<file path="src/rtl/matrix_pkg.sv">
package matrix_pkg;

    // command opcodes on the host byte stream.
    localparam logic [7:0] OP_WRITE_PIXEL = 8'h01;
    localparam logic [7:0] OP_READ_PIXEL  = 8'h02;

    // default framebuffer geometry.
    localparam int DEF_ROW_BITS        = 5;
    localparam int DEF_COL_BITS        = 9;
    localparam int DEF_BYTES_PER_PIXEL = 3;

    // input FIFO depth, which is also the number of credits the host starts with.
    localparam int DEF_FIFO_DEPTH = 8;

    // number of whole bytes needed to carry a column address.
    function automatic int col_bytes(input int bits);
        return (bits + 7) / 8;
    endfunction

endpackage

</file>
<file path="src/rtl/cmd_byte_fifo.sv">
`timescale 1ns/100ps

module cmd_byte_fifo #(
    parameter int FIFO_DEPTH = matrix_pkg::DEF_FIFO_DEPTH
) (
    input  logic       clk,
    input  logic       reset,
    input  logic       in_valid,
    input  logic [7:0] in_data,
    input  logic       pop,
    output logic       fifo_nonempty,
    output logic [7:0] fifo_data,
    output logic       in_credit
);
    localparam int PTR_BITS = FIFO_DEPTH > 1 ? $clog2(FIFO_DEPTH) : 1;
    localparam int CNT_BITS = $clog2(FIFO_DEPTH + 1);

    logic [7:0]          mem [0:FIFO_DEPTH-1];
    logic [PTR_BITS-1:0] wr_ptr;
    logic [PTR_BITS-1:0] rd_ptr;
    logic [CNT_BITS-1:0] count;
    logic                do_pop;

    // pointers wrap at the depth, which need not be a power of two.
    function automatic logic [PTR_BITS-1:0] ptr_inc(input logic [PTR_BITS-1:0] p);
        if (p == PTR_BITS'(FIFO_DEPTH - 1)) begin
            return '0;
        end
        return p + 1'b1;
    endfunction

    assign do_pop        = pop && fifo_nonempty;
    assign fifo_nonempty = (count != '0);
    assign fifo_data     = mem[rd_ptr];

    // the host never sends without a credit, so a push always finds a free slot.
    always_ff @(posedge clk) begin
        if (in_valid) begin
            mem[wr_ptr] <= in_data;
        end
    end

    always_ff @(posedge clk or posedge reset) begin
        if (reset) begin
            wr_ptr    <= '0;
            rd_ptr    <= '0;
            count     <= '0;
            in_credit <= 1'b0;
        end else begin
            in_credit <= do_pop;
            if (in_valid) begin
                wr_ptr <= ptr_inc(wr_ptr);
            end
            if (do_pop) begin
                rd_ptr <= ptr_inc(rd_ptr);
            end
            case ({in_valid, do_pop})
                2'b10:   count <= count + 1'b1;
                2'b01:   count <= count - 1'b1;
                default: count <= count;
            endcase
        end
    end

endmodule

</file>
<file path="config.mk">
export PLATFORM = sky130hd
export DESIGN_NAME = cmd_byte_fifo
export DESIGN_NICKNAME = d
export VERILOG_FILES = /design/src/rtl/matrix_pkg.sv /design/src/rtl/cmd_byte_fifo.sv
export SDC_FILE = /design/constraint.sdc
export NUM_CORES = 1
export LEC_CHECK = 0
export ABC_CLOCK_PERIOD_IN_PS = 4200
export BUFFER_PORTS_ARGS = -buffer_cell sky130_fd_sc_hd__buf_2
export CORE_MARGIN = 2
export CORE_UTILIZATION = 45
export DETAILED_ROUTE_END_ITERATION = 16
export PLACE_DENSITY = 0.71
export SETUP_SLACK_MARGIN = 0.5
export SYNTH_ARGS = -nofsm -noshare
export SYNTH_HDL_FRONTEND = slang
export SYNTH_SLANG_ARGS = --single-unit
export TNS_END_PERCENT = 1
</file>
<file path="constraint.sdc">
create_clock -name clk -period 4.2 [get_ports clk]
set_input_delay 0.42 -clock clk [delete_from_list [all_inputs] [get_ports clk]]
set_output_delay 0.42 -clock clk [all_outputs]
set_load 0.02 [all_outputs]
</file>
== After elaboration in Yosys (flattened, before gate mapping) ==
Memory sizes are Yosys's and may differ from the RTL's.
Index checks and enable logic that the tools add are counted.

* Equality and inequality tests: 4
* Add/subtract/negate cells: 4
* Reduce and logical (&&, ||, !) cells: 3
* Mux-type cells: 11

{| class="wikitable"
|+ Operator list
! operator !! count
|-
| two-way mux 3 bit || 4
|-
| one-hot mux 4 bit (2 select lines) || 1
|-
| adder 3 x 1 -> 3 bit, second input constant || 2
|-
| equality test 3 bit, second input constant || 2
|-
| two-way mux 1 bit || 6
|-
| adder 4 x 1 -> 4 bit, second input constant || 1
|-
| nonzero test 4 bit || 1
|-
| subtractor 4 x 1 -> 4 bit, second input constant || 1
|-
| equality test 2 x 1 -> 1 bit, second input constant || 1
|-
| equality test 2 bit, second input constant || 1
|-
| nonzero test 2 bit || 1
|-
| logical AND 1 bit || 1
|}

* Input bits: 12
* Register bits after elaboration: 11
* Word-level logic and storage cells: 27
* Memories kept: 1
* RAM bits: 64
* Output and inout bits: 10

{| class="wikitable"
|+ Memory list
! memory !! depth !! width !! rd ports !! clocked after memory_dff !! wr ports !! RTL line !! source
|-
| mem || 8 || 8 || 1 || 0 || 1 || cmd_byte_fifo.sv:18 || <nowiki>logic [7:0] mem [0:FIFO_DEPTH-1];</nowiki>
|}

== Logic depth before layout (Yosys ltp) ==
Gate-level depths: netlist of run 1.

* Depth after elaboration: 4
* Gate-level depth with buffers: 9
* Depth with buffers taken out: 9

== Worst setup path before layout of run 1 ==
No wires, ideal clock.

* Path type: register to register
* From: register count[0]
* To: register count[3]
* Cell stages (with the launch flop): 9
* Arrival time: 2.400 ns
* Path slack: 1.710 ns
* Required time: 4.110 ns
* Setup time: 0.090 ns
* Period minus slack after synthesis: 2.490 ns
* Path through: dfrtp_1 > or4_4 > nand2_1 > inv_1 > ha_1 > clkbuf_1 > or4b_1 > a21o_1 > o221ai_1

* Longest elaborated chain between the ends: 4
* Elaborated cells between the ends (all ways): 8
* Those cells by class: add/sub (2); eq/ne (2); mux (1); reduce/logical (3)

{| class="wikitable"
|+ Ends and longest elaborated chain
! item !! RTL line !! source
|-
| from (decl) || cmd_byte_fifo.sv:21 || <nowiki>logic [CNT_BITS-1:0] count;</nowiki>
|-
| from (signal assigned) || cmd_byte_fifo.sv:58 || <nowiki>2'b10: count <= count + 1'b1;</nowiki>
|-
| from (signal assigned) || cmd_byte_fifo.sv:59 || <nowiki>2'b01: count <= count - 1'b1;</nowiki>
|-
| from (signal assigned) || cmd_byte_fifo.sv:60 || <nowiki>default: count <= count;</nowiki>
|-
| nonzero test 4 bit * || cmd_byte_fifo.sv:33 || <nowiki>assign fifo_nonempty = (count != '0);</nowiki>
|-
| net fifo_nonempty || cmd_byte_fifo.sv:11 || <nowiki>output logic fifo_nonempty,</nowiki>
|-
| logical AND 1 bit * || cmd_byte_fifo.sv:32 || <nowiki>assign do_pop = pop && fifo_nonempty;</nowiki>
|-
| net do_pop || cmd_byte_fifo.sv:22 || <nowiki>logic do_pop;</nowiki>
|-
| equality test 2 x 1 -> 1 bit or equality test 2 bit (tied branches) || cmd_byte_fifo.sv:57 || <nowiki>case ({in_valid, do_pop})</nowiki>
|-
| one-hot mux 4 bit (2 select lines) or nonzero test 2 bit (tied branches) || n/a ||
|}

Mark *: on every way through the listed nets, which the timed path passes. The rest lies on a longest branch.
A chain may end at the register's enable or synchronous reset.

== Worst setup path after layout of run 1 ==
* From: register rd_ptr[0]
* To: output fifo_data[5]

* Longest elaborated chain between the ends: 1

{| class="wikitable"
|+ Ends and longest elaborated chain
! item !! RTL line !! source
|-
| from (decl) || cmd_byte_fifo.sv:20 || <nowiki>logic [PTR_BITS-1:0] rd_ptr;</nowiki>
|-
| from (signal assigned) || cmd_byte_fifo.sv:55 || <nowiki>rd_ptr <= ptr_inc(rd_ptr);</nowiki>
|-
| memory (8 x 8 bit) || n/a ||
|-
| to (decl) || cmd_byte_fifo.sv:12 || <nowiki>output logic [7:0] fifo_data,</nowiki>
|}

No other way between the ends.

==> out/metrics.yaml, run 1 <==
synth_adder_area_share: 0.0278
gp_congestion: 0.665
final.fill_count: 533
finalWirelength_microns: 5100
placed_cells: 270
ant_nets: 0
postSynthRegisterBits: 75
detail_route.first_pass.iterations: 4
synth-seq-area-share: 0.698
yosys_warnings: 0
finalHoldViolCount: 0
period_needed_ps: 2880
insertedDiodeCount: 0
synth_compound_gate_area_share: 0.0183
regToRegSetupSlack_ps: 1600
cts_stage_hold_buffer_count: 0
htree_levels: 3
hold_class: "input port to async pin"
synth_enable_flop_cells: 64
post_synth_and_or_nand_nor_area_fraction: 0.0397
io_buffers: 21
post-dp-hpwl_microns: 3300
fp.dieH_microns: 87.6
netlist_instances: 157
layout_common_cells: "sky130_fd_sc_hd__edfxtp_1 (64), sky130_fd_sc_hd__buf_2 (21), sky130_fd_sc_hd__dfrtp_1 (11)"
layout-drive-gt1-share: 0.321
starting_density_of_the_core: 0.463
r2r.worst_path.cells: 7
areaGrowthSynthToFinish_pct: 12.0
globalRoute.totalOverflow: 0
outcome: "completed"
chipWidth_microns: 87.6
core_region_area_sq_mm: 0.00679
dominant_combinational_cell_family_by_area_after_synthesis: "multiplexers"
period_share: 0.685
multi_input_comb_area_sq_um: 885
required_ps: 3780
timing.final.max_slew_violations: 0
numCtsBuffers: 9
max_cap_violations: 0
critical_path.max_fanout: 19
endpoint_kind: "output pin"
vias_per_cell: 5.33
setup_repair_after_global_routing_missed_its_margin: "false"
cts_sinks: 75
finish.cell_count_without_fillers: 286
worst_r2r_startpoint: "count[0]"
worst_clock_skew_ps: 5.50
p_per_area_mw_per_mm2: 664
finalPower_w: 0.00234
critical_path.max_stage_delay_ps: 1020
critical_path_buf_inv_count: 1
fmax_mhz: 347
cts_max_path_buffers: 2
design.die.area_sq_mm: 0.00768
drc: 0
groute.usage.overall: 0.148
worst_r2r_endpoint: "count[3]"
crit_path_start: "rd_ptr[0]"
clock_tree.root_cell: "sky130_fd_sc_hd__clkbuf_8"
timing.critical_path.to: "fifo_data[5]"
timing.setup.critical_path_class: "flip-flop to output pin"
setup_tns_ps: 0
syn_area_per_cell_sq_um: 20.1
ys_async_sr_fraction: 0.147
timing.critical_path.cells: "mux4_1 > mux2_4 > buf_2"
resized_gates_after_cts: 0
post_synth_xor_area_fraction: 0.00835
first_pass_grt_wire_length_microns: 8010
timing.critical_path.max_delay_family: "flip-flops"
clock_insertion_delay_worst_skew_ps: 340
row_count: 30
timing.critical_path.arrival_ps: 2460
num_vias: 1525
detailed_router_s_first_iteration_violation_count: 40
leakagePower_nw: 1.27
crit_path_top_delay_cell: "sky130_fd_sc_hd__dfrtp_1"
synth.cell_area_sq_mm: 0.00315
distinct_cell_type_count_of_the_synthesized_netlist: 33
drt-wirelength-per-cell_microns: 17.8
tritoncts: "built"
vdd_drop_max_mv: 0.289
report.final.setup_viol: 0
largest_net_degree_at_the_start_of_global_routing: 20
layout.cells.most_common: "sky130_fd_sc_hd__edfxtp_1"
final_core_utilization: 0.519
tightestPinTransition_ps: 1020
design.portCount: 22
cts_post_setup_buffers_inserted: 0
regArea_sq_mm: 0.00220
worst_setup_path_start_kind: "flip-flop"
critical_path_cell_count: 3
synth.net_count: 176
antenna_found_initial: 0
yosys_most_used_dff: "sky130_fd_sc_hd__edfxtp_1"
cts.clk_slew.worst_paths_ps: 70
max_slew_margin: 0.319
mux_contribution_to_synthesized_area: 0.187
grt_pass1_vias: 1608
final_net_count: 204
[through the flow]
stage / hold slack (ps) / setup slack (ps) / instance area, sq um
after floorplan: 272 / 1710 / 3150
after global placement: 432 / 1680 / 3340
after detailed placement: 451 / 1620 / 3340
after CTS: 79.4 / 1270 / 3520
after global routing: 108 / 1160 / 3520
final: 70.1 / 1320 / 3520
[worst reg2reg max path, cell delays in order, from the launching register on]
cell and delay, ps:
sky130_fd_sc_hd__dfrtp_1 450, sky130_fd_sc_hd__or4_4 560, sky130_fd_sc_hd__nand2_1 180, sky130_fd_sc_hd__inv_1 120, sky130_fd_sc_hd__ha_1 410, sky130_fd_sc_hd__or4b_1 570
sky130_fd_sc_hd__a21o_1 170, sky130_fd_sc_hd__o221ai_1 60
[cells by family after synthesis]
family	Yosys count
adders and majority gates	7
xor gates and xnor gates	3
buffers and inverters	11
and+or+nand+nor	23
muxes	31
AOI/OAI and AO/OA	7
DFF	75
[cells in the mapped netlist, types with 2 or more instances]
library cell | n | area share
sky130_fd_sc_hd__edfxtp_1 | 64 | 0.61
sky130_fd_sc_hd__dfrtp_1 | 11 | 0.087
sky130_fd_sc_hd__mux2_4 | 8 | 0.038
sky130_fd_sc_hd__mux4_1 | 8 | 0.067
sky130_fd_sc_hd__mux4_2 | 8 | 0.057
sky130_fd_sc_hd__nor2_1 | 8 | 0.0095
sky130_fd_sc_hd__ha_1 | 7 | 0.028
sky130_fd_sc_hd__mux2_2 | 6 | 0.021
sky130_fd_sc_hd__inv_1 | 5 | 0.0060
sky130_fd_sc_hd__nand2_1 | 4 | 0.0048
sky130_fd_sc_hd__nand2b_1 | 3 | 0.0060
sky130_fd_sc_hd__clkbuf_1 | 2 | 0.0024
sky130_fd_sc_hd__nor3_1 | 2 | 0.0032
sky130_fd_sc_hd__xnor2_1 | 2 | 0.0056
[report_power, final]
part | leakage [nW] | internal [W] | switching (W)
Clock | 0.0935 | 0.000269 | 0.000246
Combinational | 0.467 | 0.000402 | 0.000306
Sequential | 0.711 | 0.000944 | 0.000174
Total | 1.27 | 0.00162 | 0.000725
[routing by layer]
| metal | up-vias | track usage | routed length (microns) |
|---|---|---|---|
| li1 | 689 | - | - |
| met1 | 800 | 0.168 | 2150 |
| met2 | 26 | 0.258 | 2650 |
| met3 | 10 | 0.0452 | 189 |
| met4 | 0 | 0.0685 | 102 |
| met5 | - | 0 | 0 |
[worst min path at each step]
stage	start	end	slack, ps	depth (start not counted)
after floorplan	reset	count[0]	270	1
after global placement	reset	in_credit	430	2
after detailed placement	reset	in_credit	450	2
after CTS	reset	in_credit	80	2
after global routing	reset	in_credit	110	2
final	reset	rd_ptr[1]	70	2
[area by class of cell]
| type | count | share of cell area |
|---|---|---|
| clock inverters | 6 | 0.0160 |
| repair buffers | 23 | 0.0341 |
| inverters | 5 | 0.00532 |
| multi-input cells | 71 | 0.251 |
| well taps | 96 | 0.0341 |
| clock buffers | 10 | 0.0362 |
| flip-flops and latches | 75 | 0.623 |
[flip-flops by register name (all words and copies together) (netlist names)]
register,cells
mem,64
count,4
rd_ptr,3
wr_ptr,3
in_credit,1
Note: power is estimated with default switching activity, not from simulation.
==> run 2: changes to the inputs <==
--- a/config.mk
+++ b/config.mk
@@ -5,12 +5,12 @@
 export SDC_FILE = /design/constraint.sdc
 export NUM_CORES = 1
 export LEC_CHECK = 0
-export ABC_CLOCK_PERIOD_IN_PS = 4200
+export ABC_CLOCK_PERIOD_IN_PS = 2500
 export BUFFER_PORTS_ARGS = -buffer_cell sky130_fd_sc_hd__buf_2
 export CORE_MARGIN = 2
 export CORE_UTILIZATION = 45
 export DETAILED_ROUTE_END_ITERATION = 16
-export PLACE_DENSITY = 0.71
+export PLACE_DENSITY = 0.74
 export SETUP_SLACK_MARGIN = 0.5
 export SYNTH_ARGS = -nofsm -noshare
 export SYNTH_HDL_FRONTEND = slang
==> constraint.sdc (replaced) <==
create_clock -name clk -period 2.5 [get_ports clk]
set_input_delay 0.25 -clock clk [delete_from_list [all_inputs] [get_ports clk]]
set_output_delay 0.25 -clock clk [all_outputs]
set_load 0.02 [all_outputs]
==> out/metrics.yaml, run 2 (same netlist as run 1, synthesis figures left out) <==
outcome: "completed"  # unchanged
worst_hold_startpoint: "in_data[1]"
areaGrowthSynthToFinish_pct: 22.3  # was 12.0%
final_core_utilization: 0.567  # was 0.519
timing.final.max_slew_violations: 0  # unchanged
period_needed_ps: 2170
starting_density_of_the_core: 0.463  # unchanged
core_region_area_sq_mm: 0.00679  # unchanged
critical_path.max_fanout: 5  # was 19
busiest_layer: "met2"  # unchanged
grt_pass1_vias: 1601  # was 1,608
reg_top3: "mem: 64 flops, count: 4 flops"  # unchanged
worst_setup_path_start_kind: "flip-flop"  # unchanged
tritoncts: "built"  # unchanged
worst_r2r_startpoint: "count[3]"  # was count[0]
vias_per_cell: 5.09  # was 5.33
ant_nets: 0  # unchanged
p_per_area_mw_per_mm2: 1180  # was 664 mW/mm^2
insertedDiodeCount: 0  # unchanged
detailed_router_s_first_iteration_violation_count: 89  # was 40
met3_usage: 0.0358  # was 0.0452
final_net_count: 226  # was 204
gp_congestion: 0.708  # was 0.665
leakagePower_nw: 1.40  # was 1.27 nW
finalHoldViolCount: 0  # unchanged
htree_levels: 3  # unchanged
layout-drive-gt1-share: 0.481  # was 0.321
largest_net_degree_at_the_start_of_global_routing: 19  # was 20
antenna_found_initial: 0  # unchanged
num_vias: 1569  # was 1,525
timing.critical_path.arrival_ps: 1920  # was 2460 ps
fin_area_sq_mm: 0.00385  # was 0.00352 sq mm
vdd_drop_max_mv: 0.364  # was 0.289 mV
max_cap_violations: 0  # unchanged
finish.cell_count_without_fillers: 308  # was 286
cts_sinks: 75  # unchanged
hold_class: "input port to flip-flop"  # was input port to async pin
setup_repair_after_global_routing_missed_its_margin: "true"  # was false
numCtsBuffers: 9  # unchanged
tightestPinTransition_ps: 772  # was 1020 ps
placed_cells: 278  # was 270
timing.setup.critical_path_class: "flip-flop to output pin"  # unchanged
groute.layer.met1.usage: 0.212  # was 0.168
report.final.setup_viol: 0  # unchanged
drc: 0  # unchanged
fmax_mhz: 462
postPlaceCellArea_sq_mm: 0.00343  # was 0.00334 sq mm
clock_insertion_delay_worst_skew_ps: 340  # about the same
clock_tree.root_cell: "sky130_fd_sc_hd__clkbuf_8"  # unchanged
layout_common_cells: "sky130_fd_sc_hd__edfxtp_1 (64), sky130_fd_sc_hd__buf_4 (17), sky130_fd_sc_hd__mux4_2 (16)"  # was sky130_fd_sc_hd__edfxtp_1 (64), sky130_fd_sc_hd__buf_2 (21), sky130_fd_sc_hd__dfrtp_1 (11)
io_buffers: 21  # unchanged
cts.clk_slew.worst_paths_ps: 80  # was 70 ps
groute.usage.overall: 0.157  # was 0.148
max_slew_margin: 0.482  # was 0.319
max_flop_register: "mem"  # unchanged
chipWidth_microns: 87.6  # unchanged
post-dp-hpwl_microns: 3300  # about the same
design.die.area_sq_mm: 0.00768  # unchanged
crit_path_start: "rd_ptr[0]"  # unchanged
finalWirelength_microns: 5540  # was 5100 microns
period_share: 0.866
worst_clock_skew_ps: 6.48  # was 5.50 ps
cts_max_path_buffers: 2  # unchanged
row_count: 30  # unchanged
largest_register_ff_count: 64  # unchanged
detail_route.first_pass.iterations: 4  # unchanged
layout.cells.most_common: "sky130_fd_sc_hd__edfxtp_1"  # unchanged
setup_tns_ps: 0  # unchanged
required_ps: 2250  # was 3780 ps
design.portCount: 22  # unchanged
drt-wirelength-per-cell_microns: 18.0  # was 17.8 microns
first_pass_grt_wire_length_microns: 8510  # was 8010 microns
fp.dieH_microns: 87.6  # unchanged
endpoint_kind: "output pin"  # unchanged
grt.met2_usage: 0.244  # was 0.258
globalRoute.totalOverflow: 0  # unchanged
-- run 2: cell types whose count changed in the layout (fill, tap and decap cells not counted), moves of 3 or more --
cell	before	now
sky130_fd_sc_hd__buf_4	2	17
sky130_fd_sc_hd__buf_6	0	10
sky130_fd_sc_hd__mux4_2	8	16
sky130_fd_sc_hd__ha_1	7	4
sky130_fd_sc_hd__dfrtp_2	0	4
sky130_fd_sc_hd__buf_2	21	13
sky130_fd_sc_hd__mux4_1	8	0
sky130_fd_sc_hd__dfrtp_1	11	7
-- run 2: per-layer routing --
layer  wire length, microns  share of wire
met4                     74          0.013
met2                   2700           0.49
met3                    284          0.051
met5                      0              0
met1                   2480           0.45
-- run 2: per-stage QoR --
| step | setup WS (ps) | total power, W | hold slack (ps) |
|---|---|---|---|
| 4_1_cts | 317 | 0.00453 | 170 |
| 2_1_floorplan | 255 | 0.00285 | 102 |
| 3_5_place_dp | 237 | 0.00318 | 268 |
| 6_report | 334 | 0.00455 | 176 |
| 3_3_place_gp | 261 | 0.00314 | 272 |
| 5_1_grt | 270 | 0.00478 | 172 |
-- run 2: final timing paths --
path                                 to  slack, ps  cells after the start
min                           mem[0][1]        180                      1
max in group asynchronous      count[2]       1740                      3
max                        fifo_data[2]        330                      5
min reg2reg                   wr_ptr[0]        560                      2
min in group asynchronous      count[3]        430                      3
max reg2reg                    count[3]        360                      7
-- run 2: layout make-up --
class	count	area [sq um]
Clock inverter	7	67.6
Timing Repair Buffer	45	410
Tap cell	96	120
Multi-Input combinational cell	71	906
Inverter	5	21.3
Sequential cell	75	2200
Fill cell	520	2940
Clock buffer	9	124
-- run 2: where the power goes --
part | total [W] | switching, W | leakage, nW | internal, W
Sequential | 0.00181 | 0.000217 | 0.707 | 0.00159
Combinational | 0.00185 | 0.000740 | 0.587 | 0.00111
Clock | 0.000890 | 0.000431 | 0.103 | 0.000459
-- run 2: critical path, stage by stage (launching register included) --
cell                      delay (ps)
sky130_fd_sc_hd__dfrtp_2         420
sky130_fd_sc_hd__buf_6           130
sky130_fd_sc_hd__buf_16          120
sky130_fd_sc_hd__mux4_2          490
sky130_fd_sc_hd__mux2_4          280
sky130_fd_sc_hd__buf_6           130
-- run 2: timing repair --
item                       CTS  global route
pin swaps                    0             4
hold buffers                 1             0
hold endpoints to repair    11             0
setup buffers                7             4
setup endpoints to repair   11            11
resized for setup           35             4
gates cloned                 2             0
==> run 3: changes to the inputs <==
--- a/config.mk
+++ b/config.mk
@@ -10,7 +10,7 @@
 export CORE_MARGIN = 2
 export CORE_UTILIZATION = 45
 export DETAILED_ROUTE_END_ITERATION = 16
-export PLACE_DENSITY = 0.74
+export PLACE_DENSITY = 0.64
 export SETUP_SLACK_MARGIN = 0.5
 export SYNTH_ARGS = -nofsm -noshare
 export SYNTH_HDL_FRONTEND = slang
==> out/metrics.yaml, run 3 (same netlist as run 1, synthesis figures left out) <==
row_count: 30  # unchanged
timing.critical_path.arrival_ps: 1910  # was 1920 ps
finalHoldViolCount: 0  # unchanged
finalPower_w: 0.00431  # was 0.00455 W
max_flop_register: "mem"  # unchanged
finalWirelength_microns: 5900  # was 5540 microns
timing.critical_path.max_delay_family: "multiplexers"  # unchanged
largest_net_degree_at_the_start_of_global_routing: 19  # unchanged
detailed_router_s_first_iteration_violation_count: 128  # was 89
report.final.setup_viol: 0  # unchanged
crit_path_start: "rd_ptr[0]"  # unchanged
outcome: "completed"  # unchanged
fmax_mhz: 463  # was 462 MHz
design.die.area_sq_mm: 0.00768  # unchanged
ant_nets: 0  # unchanged
chipWidth_microns: 87.6  # unchanged
vdd_drop_max_mv: 0.444  # was 0.364 mV
timing.setup.critical_path_class: "flip-flop to output pin"  # unchanged
postPlaceCellArea_sq_mm: 0.00342  # was 0.00343 sq mm
placed_cells: 277  # was 278
drc: 0  # unchanged
required_ps: 2250  # about the same
starting_density_of_the_core: 0.463  # unchanged
reg_top3: "mem: 64 flops, count: 4 flops"  # unchanged
hold_class: "input port to flip-flop"  # unchanged
setup_tns_ps: 0  # unchanged
gp_congestion: 0.761  # was 0.708
final_critical_path_setup_slack_ps: 338  # was 334 ps
clock_insertion_delay_worst_skew_ps: 340  # about the same
period_share: 0.865  # was 0.866
num_vias: 1606  # was 1,569
fin_area_sq_mm: 0.00374  # was 0.00385 sq mm
timing.critical_path.to: "fifo_data[0]"  # was fifo_data[2]
vias_per_cell: 5.28  # was 5.09
critical_path.max_stage_delay_ps: 490  # about the same
multi_input_comb_area_sq_um: 893  # was 906 sq um
drt-wirelength-per-cell_microns: 19.4  # was 18.0 microns
regArea_sq_mm: 0.00220  # unchanged
core_region_area_sq_mm: 0.00679  # unchanged
r2r.worst_path.cells: 7  # unchanged
max_slew_margin: 0.404  # was 0.482
insertedDiodeCount: 0  # unchanged
io_buffers: 21  # unchanged
regToRegSetupSlack_ps: 370  # was 360 ps
setup_repair_after_global_routing_missed_its_margin: "true"  # unchanged
timing.critical_path.cells: "clkbuf_16 > mux4_2 > mux2_4 > buf_6"  # was buf_6 > buf_16 > mux4_2 > mux2_4 > buf_6
critical_path_buf_inv_count: 2  # was 3
globalRoute.totalOverflow: 0  # unchanged
critical_path.max_fanout: 8  # was 5
worst_setup_path_start_kind: "flip-flop"  # unchanged
antenna_found_initial: 0  # unchanged
tightestPinTransition_ps: 887  # was 772 ps
largest_register_ff_count: 64  # unchanged
layout-drive-gt1-share: 0.438  # was 0.481
worst_r2r_endpoint: "count[3]"  # unchanged
cts.clk_slew.worst_paths_ps: 70  # was 80 ps
clock_tree.root_cell: "sky130_fd_sc_hd__clkbuf_8"  # unchanged
layout.cells.most_common: "sky130_fd_sc_hd__edfxtp_1"  # unchanged
numCtsBuffers: 9  # unchanged
areaGrowthSynthToFinish_pct: 18.8  # was 22.3%
detail_route.first_pass.iterations: 5  # was 4
worst_r2r_startpoint: "count[2]"  # was count[3]
finish.cell_count_without_fillers: 304  # was 308
crit_path_top_delay_cell: "sky130_fd_sc_hd__mux4_2"  # unchanged
leakagePower_nw: 1.34  # was 1.40 nW
grt_pass1_vias: 1648  # was 1,601
endpoint_kind: "output pin"  # unchanged
critical_path_cell_count: 4  # was 5
period_needed_ps: 2160  # was 2170 ps
fp.dieH_microns: 87.6  # unchanged
design.portCount: 22  # unchanged
cts_max_path_buffers: 2  # unchanged
htree_levels: 3  # unchanged
layout_common_cells: "sky130_fd_sc_hd__edfxtp_1 (64), sky130_fd_sc_hd__buf_4 (17), sky130_fd_sc_hd__mux4_2 (16)"  # unchanged
final_net_count: 222  # was 226
groute.usage.overall: 0.163  # was 0.157
post-dp-hpwl_microns: 3540  # was 3300 microns
max_cap_violations: 0  # unchanged
worst_clock_skew_ps: 5.18  # was 6.48 ps
p_per_area_mw_per_mm2: 1150  # was 1180 mW/mm^2
first_pass_grt_wire_length_microns: 8760  # was 8510 microns
cts_sinks: 75  # unchanged
final.fill_count: 532  # was 520
timing.final.max_slew_violations: 0  # unchanged
tritoncts: "built"  # unchanged
place_ws_ps: 177  # was 237 ps
run 3: power by group:
| group | switching, W | internal [W] |
|---|---|---|
| Combinational | 0.000720 | 0.00102 |
| Sequential | 0.000225 | 0.00159 |
| Clock | 0.000395 | 0.000360 |
run 3: worst reg2reg max path: stages, from the launching register on:
cell	delay (ps)
sky130_fd_sc_hd__dfrtp_2	400
sky130_fd_sc_hd__or4_4	530
sky130_fd_sc_hd__nand2_4	90
sky130_fd_sc_hd__inv_4	50
sky130_fd_sc_hd__ha_4	170
sky130_fd_sc_hd__nand3b_1	210
sky130_fd_sc_hd__a2111oi_2	360
sky130_fd_sc_hd__o221ai_1	180
run 3: layout make-up:
cell class / count / area share
timing repair buffer: 41 / 0.0940
tap: 96 / 0.0321
clock inverter: 1 / 0.00100
clock buffer: 15 / 0.0392
multi-input combinational: 71 / 0.239
inverter: 5 / 0.00569
sequential: 75 / 0.589
run 3: worst min path at each step:
stage                from         to  slack (ps)  depth (start not counted)
5_1_grt               pop  in_credit         160                          3
4_1_cts               pop  in_credit         140                          3
3_5_place_dp        reset  wr_ptr[0]         270                          2
2_1_floorplan       reset   count[0]         100                          1
6_report       in_data[1]  mem[2][1]         170                          1
3_3_place_gp        reset  wr_ptr[0]         250                          2
run 3: per-stage QoR:
step	utilization	hold slack, ps
6_report	0.550	166
3_3_place_gp	0.503	246
4_1_cts	0.535	142
3_5_place_dp	0.503	275
5_1_grt	0.550	157
2_1_floorplan	-	102
run 3: routing by layer:
| metal | vias to the layer above | global-route usage | share of wire |
|---|---|---|---|
| met4 | 0 | 0.0853 | 0.022 |
| met2 | 54 | 0.263 | 0.51 |
| met5 | - | 0 | 0 |
| met1 | 818 | 0.197 | 0.42 |
| li1 | 720 | - | - |
| met3 | 14 | 0.0528 | 0.050 |
run 3: repair_timing:
action	4_1_cts	5_1_grt
setup endpoints to repair	11	11
hold buffers	1	0
buffers inserted	5	3
cloned	0	2
pin swaps	2	3
gates resized for setup	7	26
endpoints found under the hold margin	11	0
